### src/source/enc_config.svh
// Shared constants for the quadrature encoder interface.
// Included by the package and by any module or testbench that needs
// the counter width, the dropped low bits or the APB register map.
`ifndef ENC_CONFIG_SVH
`define ENC_CONFIG_SVH

// ----------------------------------------------------------------------
// interval counter
// ----------------------------------------------------------------------
`define ENC_CNT_WIDTH 26        // default width of the interval counter
`define ENC_DROP_BITS 4         // low bits dropped from reported counts

// ----------------------------------------------------------------------
// APB register map, byte addresses
// ----------------------------------------------------------------------
`define ENC_ADDR_POSITION 8'h00 // signed position count
`define ENC_ADDR_PERIOD   8'h04 // full-cycle period, overflow, direction
`define ENC_ADDR_ACCEL    8'h08 // newest and oldest quarter intervals
`define ENC_ADDR_TCUR     8'h0c // time since last edge
`define ENC_ADDR_STATUS   8'h10 // sticky illegal flag, direction
`define ENC_ADDR_CTRL     8'h14 // position clear, error clear

`endif

### src/source/enc_pkg.sv
// Types shared between the encoder blocks.
// Edge kinds, the register address map and the structs that carry
// events from decode to the period block and measurements to the
// register block.
`default_nettype none

`include "enc_config.svh"

package enc_pkg;

    // which line moved and which way
    typedef enum logic [1:0] {
        a_up = 2'b00,
        b_up = 2'b01,
        a_dn = 2'b10,
        b_dn = 2'b11
    } edge_kind_t;

    // APB register addresses, paddr decodes straight into this
    typedef enum logic [7:0] {
        reg_position = `ENC_ADDR_POSITION,
        reg_period   = `ENC_ADDR_PERIOD,
        reg_accel    = `ENC_ADDR_ACCEL,
        reg_tcur     = `ENC_ADDR_TCUR,
        reg_status   = `ENC_ADDR_STATUS,
        reg_ctrl     = `ENC_ADDR_CTRL
    } enc_reg_t;

    typedef struct packed {
        logic       valid;   // one-cycle edge strobe
        edge_kind_t kind;
        logic       dir;     // 1 = forward, a leads b
        logic       illegal; // both lines moved at once
    } enc_event_t;

    typedef struct packed {
        logic [31:0] period; // [31] ovf, [30] dir, [21:0] sum of 4 quarters
        logic [31:0] accel;  // [31:16] newest, [15:0] fifth quarter
        logic [31:0] t_cur;  // cycles since last edge
    } enc_meas_t;

endpackage

`default_nettype wire

### src/source/enc_edge_decode.sv
// Quadrature edge decoder.
// Brings the raw a and b lines into the clk domain, turns each level
// change into one event strobe with kind, direction and illegal flag,
// and keeps the signed position count. Event is 3 cycles after a pin
// change; position moves on the same edge as the event.
`timescale 1ns/1ps
`default_nettype none

module enc_edge_decode (
    input  logic                clk,
    input  logic                reset,
    input  logic                a,
    input  logic                b,
    input  logic                clear_position, // one-cycle pulse from regs
    output enc_pkg::enc_event_t evt,
    output logic signed [31:0]  position
);
    import enc_pkg::*;

    logic [1:0] a_sync;   // [0] first flop, [1] second flop
    logic [1:0] b_sync;
    logic       a_prev;   // last synchronized pair
    logic       b_prev;
    logic       a_chg;
    logic       b_chg;
    enc_event_t evt_next;

    assign a_chg = a_sync[1] ^ a_prev;
    assign b_chg = b_sync[1] ^ b_prev;

    // forward order of (a,b) is 00 -> 10 -> 11 -> 01 -> 00
    always_comb begin
        evt_next         = '0;
        evt_next.valid   = a_chg | b_chg;
        evt_next.illegal = a_chg & b_chg;   // skipped a state
        if (a_chg) begin
            evt_next.kind = a_sync[1] ? a_up : a_dn;
            evt_next.dir  = a_sync[1] ^ b_sync[1];    // a moved away from b
        end else begin
            evt_next.kind = b_sync[1] ? b_up : b_dn;
            evt_next.dir  = ~(a_sync[1] ^ b_sync[1]); // b caught up with a
        end
    end

    always_ff @(posedge clk or negedge reset) begin
        if (!reset) begin
            a_sync   <= '0;
            b_sync   <= '0;
            a_prev   <= 1'b0;
            b_prev   <= 1'b0;
            evt      <= '0;
            position <= '0;
        end else begin
            a_sync <= {a_sync[0], a};
            b_sync <= {b_sync[0], b};
            a_prev <= a_sync[1];
            b_prev <= b_sync[1];
            evt    <= evt_next;
            if (clear_position)                          // clear wins over a step
                position <= '0;
            else if (evt_next.valid && !evt_next.illegal)
                position <= evt_next.dir ? position + 32'sd1 : position - 32'sd1;
        end
    end

endmodule

`default_nettype wire

### src/source/enc_period_meas.sv
// Encoder period measurement.
// A free-running interval counter is latched into a five-deep queue on
// every legal edge, newest first. The full-cycle period is the sum of
// the four newest quarter intervals; the accel word pairs the newest
// with the fifth entry, which belongs to the same edge kind one cycle
// back. The queue and the derived words move one cycle after evt.valid.
`timescale 1ns/1ps
`default_nettype none

`include "enc_config.svh"

module enc_period_meas #(
    parameter int CNT_WIDTH = `ENC_CNT_WIDTH
) (
    input  logic                clk,
    input  logic                reset,
    input  enc_pkg::enc_event_t evt,
    output enc_pkg::enc_meas_t  meas
);

    localparam logic [CNT_WIDTH-1:0] CNT_MAX = '1;   // saturated count
    localparam int SUM_WIDTH = CNT_WIDTH + 2;        // room for four entries

    logic [CNT_WIDTH-1:0] run_cnt;       // cycles since last legal edge
    logic [CNT_WIDTH-1:0] run_inc;
    logic [CNT_WIDTH-1:0] queue [5];     // [0] newest .. [4] oldest
    logic                 dir_q;         // direction of last legal edge
    logic                 step;
    logic [SUM_WIDTH-1:0] sum;
    logic [SUM_WIDTH-1:0] sum_sat;
    logic [31:0]          sum_shift;
    logic [21:0]          period_field;
    logic                 ovf;

    // drop low bits and clamp a queue entry to one accel half
    function automatic logic [15:0] sat16(input logic [CNT_WIDTH-1:0] v);
        logic [31:0] s;
        s = 32'(v >> `ENC_DROP_BITS);
        return (s > 32'h0000_ffff) ? 16'hffff : s[15:0];
    endfunction

    assign step    = evt.valid & ~evt.illegal;   // illegal edges are not timed
    assign run_inc = (run_cnt == CNT_MAX) ? CNT_MAX : run_cnt + 1'b1;

    // ------------------------------------------------------------------
    // interval counter and queue
    // ------------------------------------------------------------------
    always_ff @(posedge clk or negedge reset) begin
        if (!reset) begin
            run_cnt <= CNT_MAX;                  // start out as "too slow"
            for (int i = 0; i < 5; i++)
                queue[i] <= CNT_MAX;
            dir_q <= 1'b0;
        end else if (step) begin
            run_cnt  <= '0;
            queue[0] <= run_inc;                 // +1 counts the edge cycle itself
            for (int i = 1; i < 5; i++)
                queue[i] <= queue[i-1];
            dir_q <= evt.dir;
        end else begin
            run_cnt <= run_inc;                  // holds at CNT_MAX
        end
    end

    // ------------------------------------------------------------------
    // period, accel and time-since-edge words
    // ------------------------------------------------------------------
    assign sum = SUM_WIDTH'(queue[0]) + SUM_WIDTH'(queue[1])
               + SUM_WIDTH'(queue[2]) + SUM_WIDTH'(queue[3]);

    // a saturated entry means the real interval is unknown
    assign ovf = (sum > SUM_WIDTH'(CNT_MAX))
               || (queue[0] == CNT_MAX) || (queue[1] == CNT_MAX)
               || (queue[2] == CNT_MAX) || (queue[3] == CNT_MAX);

    assign sum_sat   = (sum > SUM_WIDTH'(CNT_MAX)) ? SUM_WIDTH'(CNT_MAX) : sum;
    assign sum_shift = 32'(sum_sat >> `ENC_DROP_BITS);
    assign period_field = (sum_shift > 32'h003f_ffff) ? 22'h3f_ffff : sum_shift[21:0];

    assign meas.period = {ovf, dir_q, 8'd0, period_field};
    assign meas.accel  = {sat16(queue[0]), sat16(queue[4])};
    assign meas.t_cur  = 32'(run_cnt >> `ENC_DROP_BITS);

endmodule

`default_nettype wire

### src/source/enc_apb_regs.sv
// APB register port of the encoder interface.
// Zero wait states: read data and the error response are registered in
// the setup cycle and shown in the access cycle. A CTRL write clears the
// position (bit 0, one-cycle pulse to decode) and the sticky illegal
// flag (bit 1) at the end of the access cycle.
`timescale 1ns/1ps
`default_nettype none

module enc_apb_regs (
    input  logic                clk,
    input  logic                reset,
    input  logic                psel,
    input  logic                penable,
    input  logic                pwrite,
    input  logic [7:0]          paddr,
    input  logic [31:0]         pwdata,
    output logic [31:0]         prdata,
    output logic                pready,
    output logic                pslverr,
    input  enc_pkg::enc_event_t evt,
    input  logic signed [31:0]  position,
    input  enc_pkg::enc_meas_t  meas,
    output logic                clear_position
);
    import enc_pkg::*;

    logic        setup;      // first cycle of a transfer
    logic        access;     // second cycle, penable high
    logic        addr_ok;
    logic        wr_ok;      // address accepts writes
    logic        ctrl_wr;
    logic [31:0] rd_data;
    logic        sticky_err; // illegal transition seen since last clear
    logic        dir_q;

    assign setup   = psel & ~penable;
    assign access  = psel & penable;
    assign ctrl_wr = access & pwrite & (enc_reg_t'(paddr) == reg_ctrl);

    // ------------------------------------------------------------------
    // address decode and read mux
    // ------------------------------------------------------------------
    always_comb begin
        rd_data = '0;
        addr_ok = 1'b1;
        wr_ok   = 1'b0;
        case (enc_reg_t'(paddr))
            reg_position: rd_data = position;
            reg_period:   rd_data = meas.period;
            reg_accel:    rd_data = meas.accel;
            reg_tcur:     rd_data = meas.t_cur;
            reg_status:   rd_data = {30'd0, dir_q, sticky_err};
            reg_ctrl:     wr_ok   = 1'b1;        // reads back as 0
            default:      addr_ok = 1'b0;        // hole in the map
        endcase
    end

    always_ff @(posedge clk or negedge reset) begin
        if (!reset) begin
            prdata         <= '0;
            pready         <= 1'b0;
            pslverr        <= 1'b0;
            clear_position <= 1'b0;
            sticky_err     <= 1'b0;
            dir_q          <= 1'b0;
        end else begin
            pready  <= setup;                    // always ready in the access cycle
            pslverr <= setup & (~addr_ok | (pwrite & ~wr_ok));
            prdata  <= (setup & ~pwrite) ? rd_data : '0;
            clear_position <= ctrl_wr & pwdata[0];
            // a new illegal edge beats a clear on the same cycle
            sticky_err <= (sticky_err & ~(ctrl_wr & pwdata[1]))
                        | (evt.valid & evt.illegal);
            if (evt.valid && !evt.illegal)
                dir_q <= evt.dir;
        end
    end

endmodule

`default_nettype wire

### src/source/enc_top.sv
// Top level of the quadrature encoder interface.
// Encoder pins feed the edge decoder, its events drive the period
// measurement, and both are read back through the APB register block.
`timescale 1ns/1ps
`default_nettype none

`include "enc_config.svh"

module enc_top #(
    parameter int CNT_WIDTH = `ENC_CNT_WIDTH  // interval counter width
) (
    input  logic        clk,
    input  logic        reset,
    input  logic        a,          // encoder line a, asynchronous
    input  logic        b,          // encoder line b, asynchronous
    input  logic        psel,
    input  logic        penable,
    input  logic        pwrite,
    input  logic [7:0]  paddr,
    input  logic [31:0] pwdata,
    output logic [31:0] prdata,
    output logic        pready,
    output logic        pslverr
);
    import enc_pkg::*;

    enc_event_t         evt;
    logic signed [31:0] position;
    enc_meas_t          meas;
    logic               clear_position;

    enc_edge_decode decode_i (
        .clk            (clk),
        .reset          (reset),
        .a              (a),
        .b              (b),
        .clear_position (clear_position),
        .evt            (evt),
        .position       (position)
    );

    enc_period_meas #(
        .CNT_WIDTH (CNT_WIDTH)
    ) meas_i (
        .clk   (clk),
        .reset (reset),
        .evt   (evt),
        .meas  (meas)
    );

    enc_apb_regs regs_i (
        .clk            (clk),
        .reset          (reset),
        .psel           (psel),
        .penable        (penable),
        .pwrite         (pwrite),
        .paddr          (paddr),
        .pwdata         (pwdata),
        .prdata         (prdata),
        .pready         (pready),
        .pslverr        (pslverr),
        .evt            (evt),
        .position       (position),
        .meas           (meas),
        .clear_position (clear_position)
    );

endmodule

`default_nettype wire

### config.mk
export PLATFORM = sky130hd
export DESIGN_NAME = enc_top
export DESIGN_NICKNAME = d
export VERILOG_FILES = /design/src/source/enc_pkg.sv /design/src/source/enc_edge_decode.sv /design/src/source/enc_period_meas.sv /design/src/source/enc_apb_regs.sv /design/src/source/enc_top.sv
export VERILOG_INCLUDE_DIRS = /design/src /design/src/source
export SDC_FILE = /design/constraint.sdc
export NUM_CORES = 1
export LEC_CHECK = 0
export BUFFER_PORTS_ARGS = -buffer_cell sky130_fd_sc_hd__buf_2
export CAP_MARGIN = 20
export CORE_MARGIN = 2
export CORE_UTILIZATION = 68
export CTS_CLUSTER_SIZE = 20
export DETAILED_ROUTE_END_ITERATION = 6
export PLACE_DENSITY = 0.89
export SLEW_MARGIN = 0
export SYNTH_ARGS = -nofsm -noshare
export SYNTH_HDL_FRONTEND = slang
export SYNTH_HIERARCHICAL = 1
export SYNTH_SLANG_ARGS = --single-unit
### constraint.sdc
create_clock -name clk -period 10 [get_ports clk]
set_input_delay 1.5 -clock clk [delete_from_list [all_inputs] [get_ports clk]]
set_output_delay 1.5 -clock clk [all_outputs]
set_load 0.03 [all_outputs]
==> flow_summary.yaml, run 1 <==
global_route:
  grt_antenna_before_repair: 0
  grt-ovfl-total: 0
  grt_pass1_vias: 12638
  grt_pass1_wl_um: 67500
  grt_max_degree: 136
  grt.total_usage_pct: 35.4
pwr:
  p_clk_share_pct: 34.7
  comb_power_share_pct: 22.0
  ir_drop_mv: 0.144
  swShare_pct: 34.5
  p_sw_w: 0.000984
  internal-power_w: 0.00187
  p_per_area_nw_per_um2: 171
  p_seq_share_pct: 43.2
  cellLeakagePower_nw: 6.91
layout:
  area_growth_pct: 5.77
  fin_area_sq_um: 16700
  stdcell_count: 1971
  final_nets: 1796
  antennaDiodeCount: 0
  final_cell_mix: "215 x nand2_1, 158 x inv_1, 152 x dfstp_2"
  finalCoreUtilization_pct: 73.6
  final_common_cell: "nand2_1"
  drive_gt1_share_pct: 22.9
setup_path:
  r2r_cells: 15
  worst-path-buf-inv: 3
  arrival_ns: 5.59
  r2r_start: "meas_i/queue[28]"
  crit_required_ns: 10.43
  slowest_delay_ns: 0.62
  crit_chain: "inv_1, fa_1, fa_1, inv_1, ha_1, a211oi_1, o211ai_1, nand3_1, o22ai_1, a21oi_2, mux2i_4, buf_16, nand4_1, mux4_1, nor2b_1"
  path_class: "flip-flop to flip-flop"
  worstPathMaxFanout: 16
  cp_top_family: "adder cells"
  crit_path_end_kind: "flip-flop"
  start_kind: "flip-flop"
  timing.rr.end: "regs_i/prdata[31]"
  crit_slowest_cell: "mux4_1"
  rrSetupSlack_ns: 4.84
logic_synthesis:
  synth.avg_cell_area_sq_um: 9.31
  synth_warnings: 6
  synth_cells: 1698
  syn-cell-area_sq_um: 15800
placement:
  port_buffers: 50
  gp_congestion: 1.02
  dp.cells: 1921
  place_area_sq_um: 15800
  dp_hpwl_um: 29500
die:
  core_area_sq_um: 22700
  row_count: 55
  fp.dieW_um: 156
  dieArea_sq_um: 24500
  die_h_um: 156
  io_pins: 81
  start_util_pct: 69.6
min_path:
  hold_end: "decode_i/b_sync[1]"
  hp-class: "flip-flop to flip-flop"
  hold_path_depth: 0
  hold_start: "decode_i/b_sync[0]"
sta:
  tns_ns: 0
  max_slew_margin_pct: 27.0
  period_share_pct: 51.6
  setup_violations: 0
  drv_slew: 0
  min_period_ns: 5.16
  max_freq_mhz: 194
  rsz0062_at_grt: "no"
  tightest_slew_ns: 1.09
  finalHoldViolCount: 0
  fin_skew_ns: 0.0239
run:
  max-cap-violations: 0
clock_tree:
  cts-root-buf: "clkbuf_16"
  cts_resized: 0
  h-tree-depth: 1
  postCtsHoldBufs: 0
  clk_pin_slew_ns: 0.06
  cts_sinks: 231
  numCtsBuffers: 26
  cts_buffer_depth: 3
  clkLatencyLatePin_ns: 0.56
  cts_tree: "yes"
  cts_setup_buffers: 0
drt:
  post_drt_via_cell_ratio: 6.46
  drt-pass1-iter-count: 6
  wl_per_cell_um: 21.4
  ant_nets: 0
  wl_um: 42100
  initialDrtViolationCount: 1597
  drc_errors: 0
  vias: 12733
run_status:
  outcome: "finished, final reports clean"
## cell type report
class	count	area, sq um
fillers	1521	5990
repair buffers	64	405
flip-flops and latches	231	5970
well taps	285	357
clock inverters	9	128
inverters	160	601
multi-input cells	1183	8490
clock buffers	39	771
## power groups by stage
stage | Combinational, W | Sequential (W) | Clock [W]
finish | 0.000628 | 0.00123 | 0.000991
global route | 0.000700 | 0.00125 | 0.00104
CTS | 0.000613 | 0.00122 | 0.000999
detailed placement | 0.000605 | 0.00124 | 0
global placement | 0.000577 | 0.00123 | 0
floorplan | 0.000577 | 0.00110 | 0
## per-layer routing
metal	wire length (um)	track usage, %	vias to the layer above	part of all wire [%]
met4	1480	11.5	0	3.5
li1	-	-	5666	-
met2	19900	56.7	774	47
met3	4520	7.98	129	11
met1	16300	48.3	6164	39
met5	0	0	-	0
## state kept, by name, summed over array words and instances (netlist names), 2 cells and up
name               count
decode_i/b_sync        2
decode_i/a_sync        2
meas_i/queue         126
decode_i/position     32
meas_i/run_cnt        26
decode_i/evt           3
regs_i/prdata         32
## how the worst max path moves through the flow
stage | startpoint | endpoint | slack (ns) | cells past startpoint
after CTS | meas_i/queue[28] | regs_i/prdata[31] | 4.56 | 14
final | meas_i/queue[28] | regs_i/prdata[31] | 4.84 | 15
after detailed placement | meas_i/queue[28] | regs_i/prdata[31] | 4.60 | 14
after global placement | meas_i/queue[28] | regs_i/prdata[31] | 4.69 | 14
after floorplan | meas_i/queue[27] | regs_i/prdata[31] | 5.80 | 17
after global routing | meas_i/queue[28] | regs_i/prdata[31] | 4.57 | 15
## through the flow
stage / power, W / worst slack [ns] / hold slack [ns]
2_1_floorplan: 0.00168 / 5.80 / 0.331
3_3_place_gp: 0.00181 / 4.69 / 0.333
3_5_place_dp: 0.00184 / 4.60 / 0.342
4_1_cts: 0.00284 / 4.56 / 0.361
5_1_grt: 0.00298 / 4.57 / 0.367
6_report: 0.00285 / 4.84 / 0.358
(Power assumes the default switching activity.)
==> inputs of run 2 (changes only) <==
ABC_AREA = 1   (was not set)
CORE_UTILIZATION = 57   (was 68)
PLACE_DENSITY = 0.8   (was 0.89)
clock period = 4.6 ns   (was 10 ns; I/O delays follow)
==> run 2 against run 1 <==
  * Worst setup slack lost 4.5 ns
  * Synthesized area rose by 7.1%
  * Final area is 7.6% higher
  * Sequential share of layout area fell by 2.5 points
  * Non-clock buffer count did not move
  * Via count is 18% higher
  * Die area rose by 27%
  * Core utilization decreased by 12 points
  * Routed wire length increased by 13%
  * Clock-buffer cell count is the same
  * Combinational power rose to 6.4 times the previous value
  * Largest cell class unchanged
  * Highest routed layer unchanged
==> flow_summary.yaml, run 2 <==
run_status:
  outcome: "finished, final reports clean"
die:
  row_count: 63
  fp.dieW_um: 176
  start_util_pct: 57.6
  io_pins: 81
  die_h_um: 176
  core_area_sq_um: 29400
  dieArea_sq_um: 31100
drt:
  vias: 15009
  post_drt_via_cell_ratio: 5.46
  ant_nets: 0
  wl_um: 47600
  drc_errors: 0
  initialDrtViolationCount: 1369
  wl_per_cell_um: 17.3
  drt-pass1-iter-count: 5
layout:
  final_common_cell: "nand2_1"
  multi_input_area_sq_um: 8760
  stdcell_count: 2751
  final_cell_mix: "650 x nand2_1, 389 x inv_1, 200 x nand3_1"
  area_growth_pct: 6.28
  drive_gt1_share_pct: 16.3
  regArea_sq_um: 5970
  fin_area_sq_um: 18000
  final_nets: 2470
  fill_cells: 2701
  reg.largest.list: "meas_i/queue (126), decode_i/position (32), regs_i/prdata (32)"
  largest_reg_flops: 126
  largest-register: "meas_i/queue"
clock_tree:
  h-tree-depth: 1
  cts_tree: "yes"
  cts_setup_buffers: 0
  cts_buffer_depth: 3
  cts_sinks: 231
  postCtsHoldBufs: 0
  cts_resized: 0
  clk_pin_slew_ns: 0.06
  numCtsBuffers: 27
  clkLatencyLatePin_ns: 0.55
  cts-root-buf: "clkbuf_16"
setup_path:
  path_class: "flip-flop to flip-flop"
  r2r_start: "meas_i/queue[37]"
  crit_path_end_kind: "flip-flop"
  arrival_ns: 4.65
  r2r_cells: 18
  worstPathMaxFanout: 23
  crit_required_ns: 4.98
  start_kind: "flip-flop"
  startpoint: "meas_i/queue[37]"
min_path:
  hp-class: "input pin to flip-flop"
  hold_path_depth: 1
  hold_start: "a"
sta:
  tns_ns: 0
  max_slew_margin_pct: 31.7
  drv_slew: 0
  tightest_slew_ns: 1.02
  period_share_pct: 92.7
  min_period_ns: 4.27
  setup_violations: 0
  max_freq_mhz: 234
  fin_skew_ns: 0.0143
  rsz0062_at_grt: "no"
  finalHoldViolCount: 0
  fin_ws_ns: 0.335
logic_synthesis:
  syn-cell-area_sq_um: 16900
  synth_cells: 2347
  synth_warnings: 6
  synth.avg_cell_area_sq_um: 7.21
placement:
  dp_hpwl_um: 36100
  dp.cells: 2701
  place_ws_ns: 0.441
  place_area_sq_um: 17100
  port_buffers: 50
  gp_congestion: 0.959
run:
  max-cap-violations: 0
pwr:
  p_per_area_nw_per_um2: 497
  power_w: 0.00895
  ir_drop_mv: 0.394
  cellLeakagePower_nw: 8.59
global_route:
  grt_pass1_wl_um: 75000
  grt_pass1_vias: 14219
  grt_antenna_before_repair: 1
  grt_max_degree: 109
  grt.total_usage_pct: 30.9
  grt-ovfl-total: 0
run 2: stage by stage:
stage	utilization [%]	hold WS, ns
floorplan	-	0.331
CTS	61.2	0.243
global route	61.2	0.247
finish	61.2	0.256
detailed placement	58.2	0.336
global placement	58.2	0.334
run 2: final cells by class:
type                    instances  area share (%)
clock inverters                10           0.473
clock buffers                  39            4.34
repair buffers                 64            2.17
multi-input cells            1613            48.7
diodes                          1          0.0139
well taps                     390            2.71
inverters                     403            8.41
flip-flops and latches        231            33.2
run 2: critical path, cell delays in order, from the launching register on:
cell and delay [ns]:
dfstp_2 0.55, inv_1 0.07, fa_1 0.53, fa_1 0.53
inv_1 0.05, ha_1 0.36, nand2_1 0.12, nor2_1 0.31
nand2_1 0.12, nor3_1 0.14, nand2_1 0.09, nand3_1 0.08
nand2_1 0.06, nand2_2 0.32, nand3_1 0.15, nand3_1 0.11
nand3_1 0.07, nor2_1 0.33, nor2_1 0.08
run 2: worst paths after layout:
| path | end | slack [ns] |
|---|---|---|
| min | decode_i/a_sync[0] | 0.26 |
| min reg2reg | decode_i/b_sync[1] | 0.35 |
| max reg2reg | regs_i/prdata[18] | 0.33 |
| max in group asynchronous | meas_i/queue[112] | 3.36 |
| min in group asynchronous | regs_i/dir_q | 0.28 |
| max | regs_i/prdata[18] | 0.33 |
run 2: where the power goes:
group	switching, W	internal [W]	leakage (nW)
Sequential	0.000416	0.00244	2.58
Clock	0.000876	0.00123	0.426
Combinational	0.00262	0.00137	5.58
Total	0.00391	0.00504	8.59
run 2: per-layer routing:
layer / share of wire (%) / GRT usage [%]
met3: 8.5 / 6.05
met4: 4.3 / 13.1
met5: 0 / 0
met2: 43 / 46.1
met1: 44 / 43.9
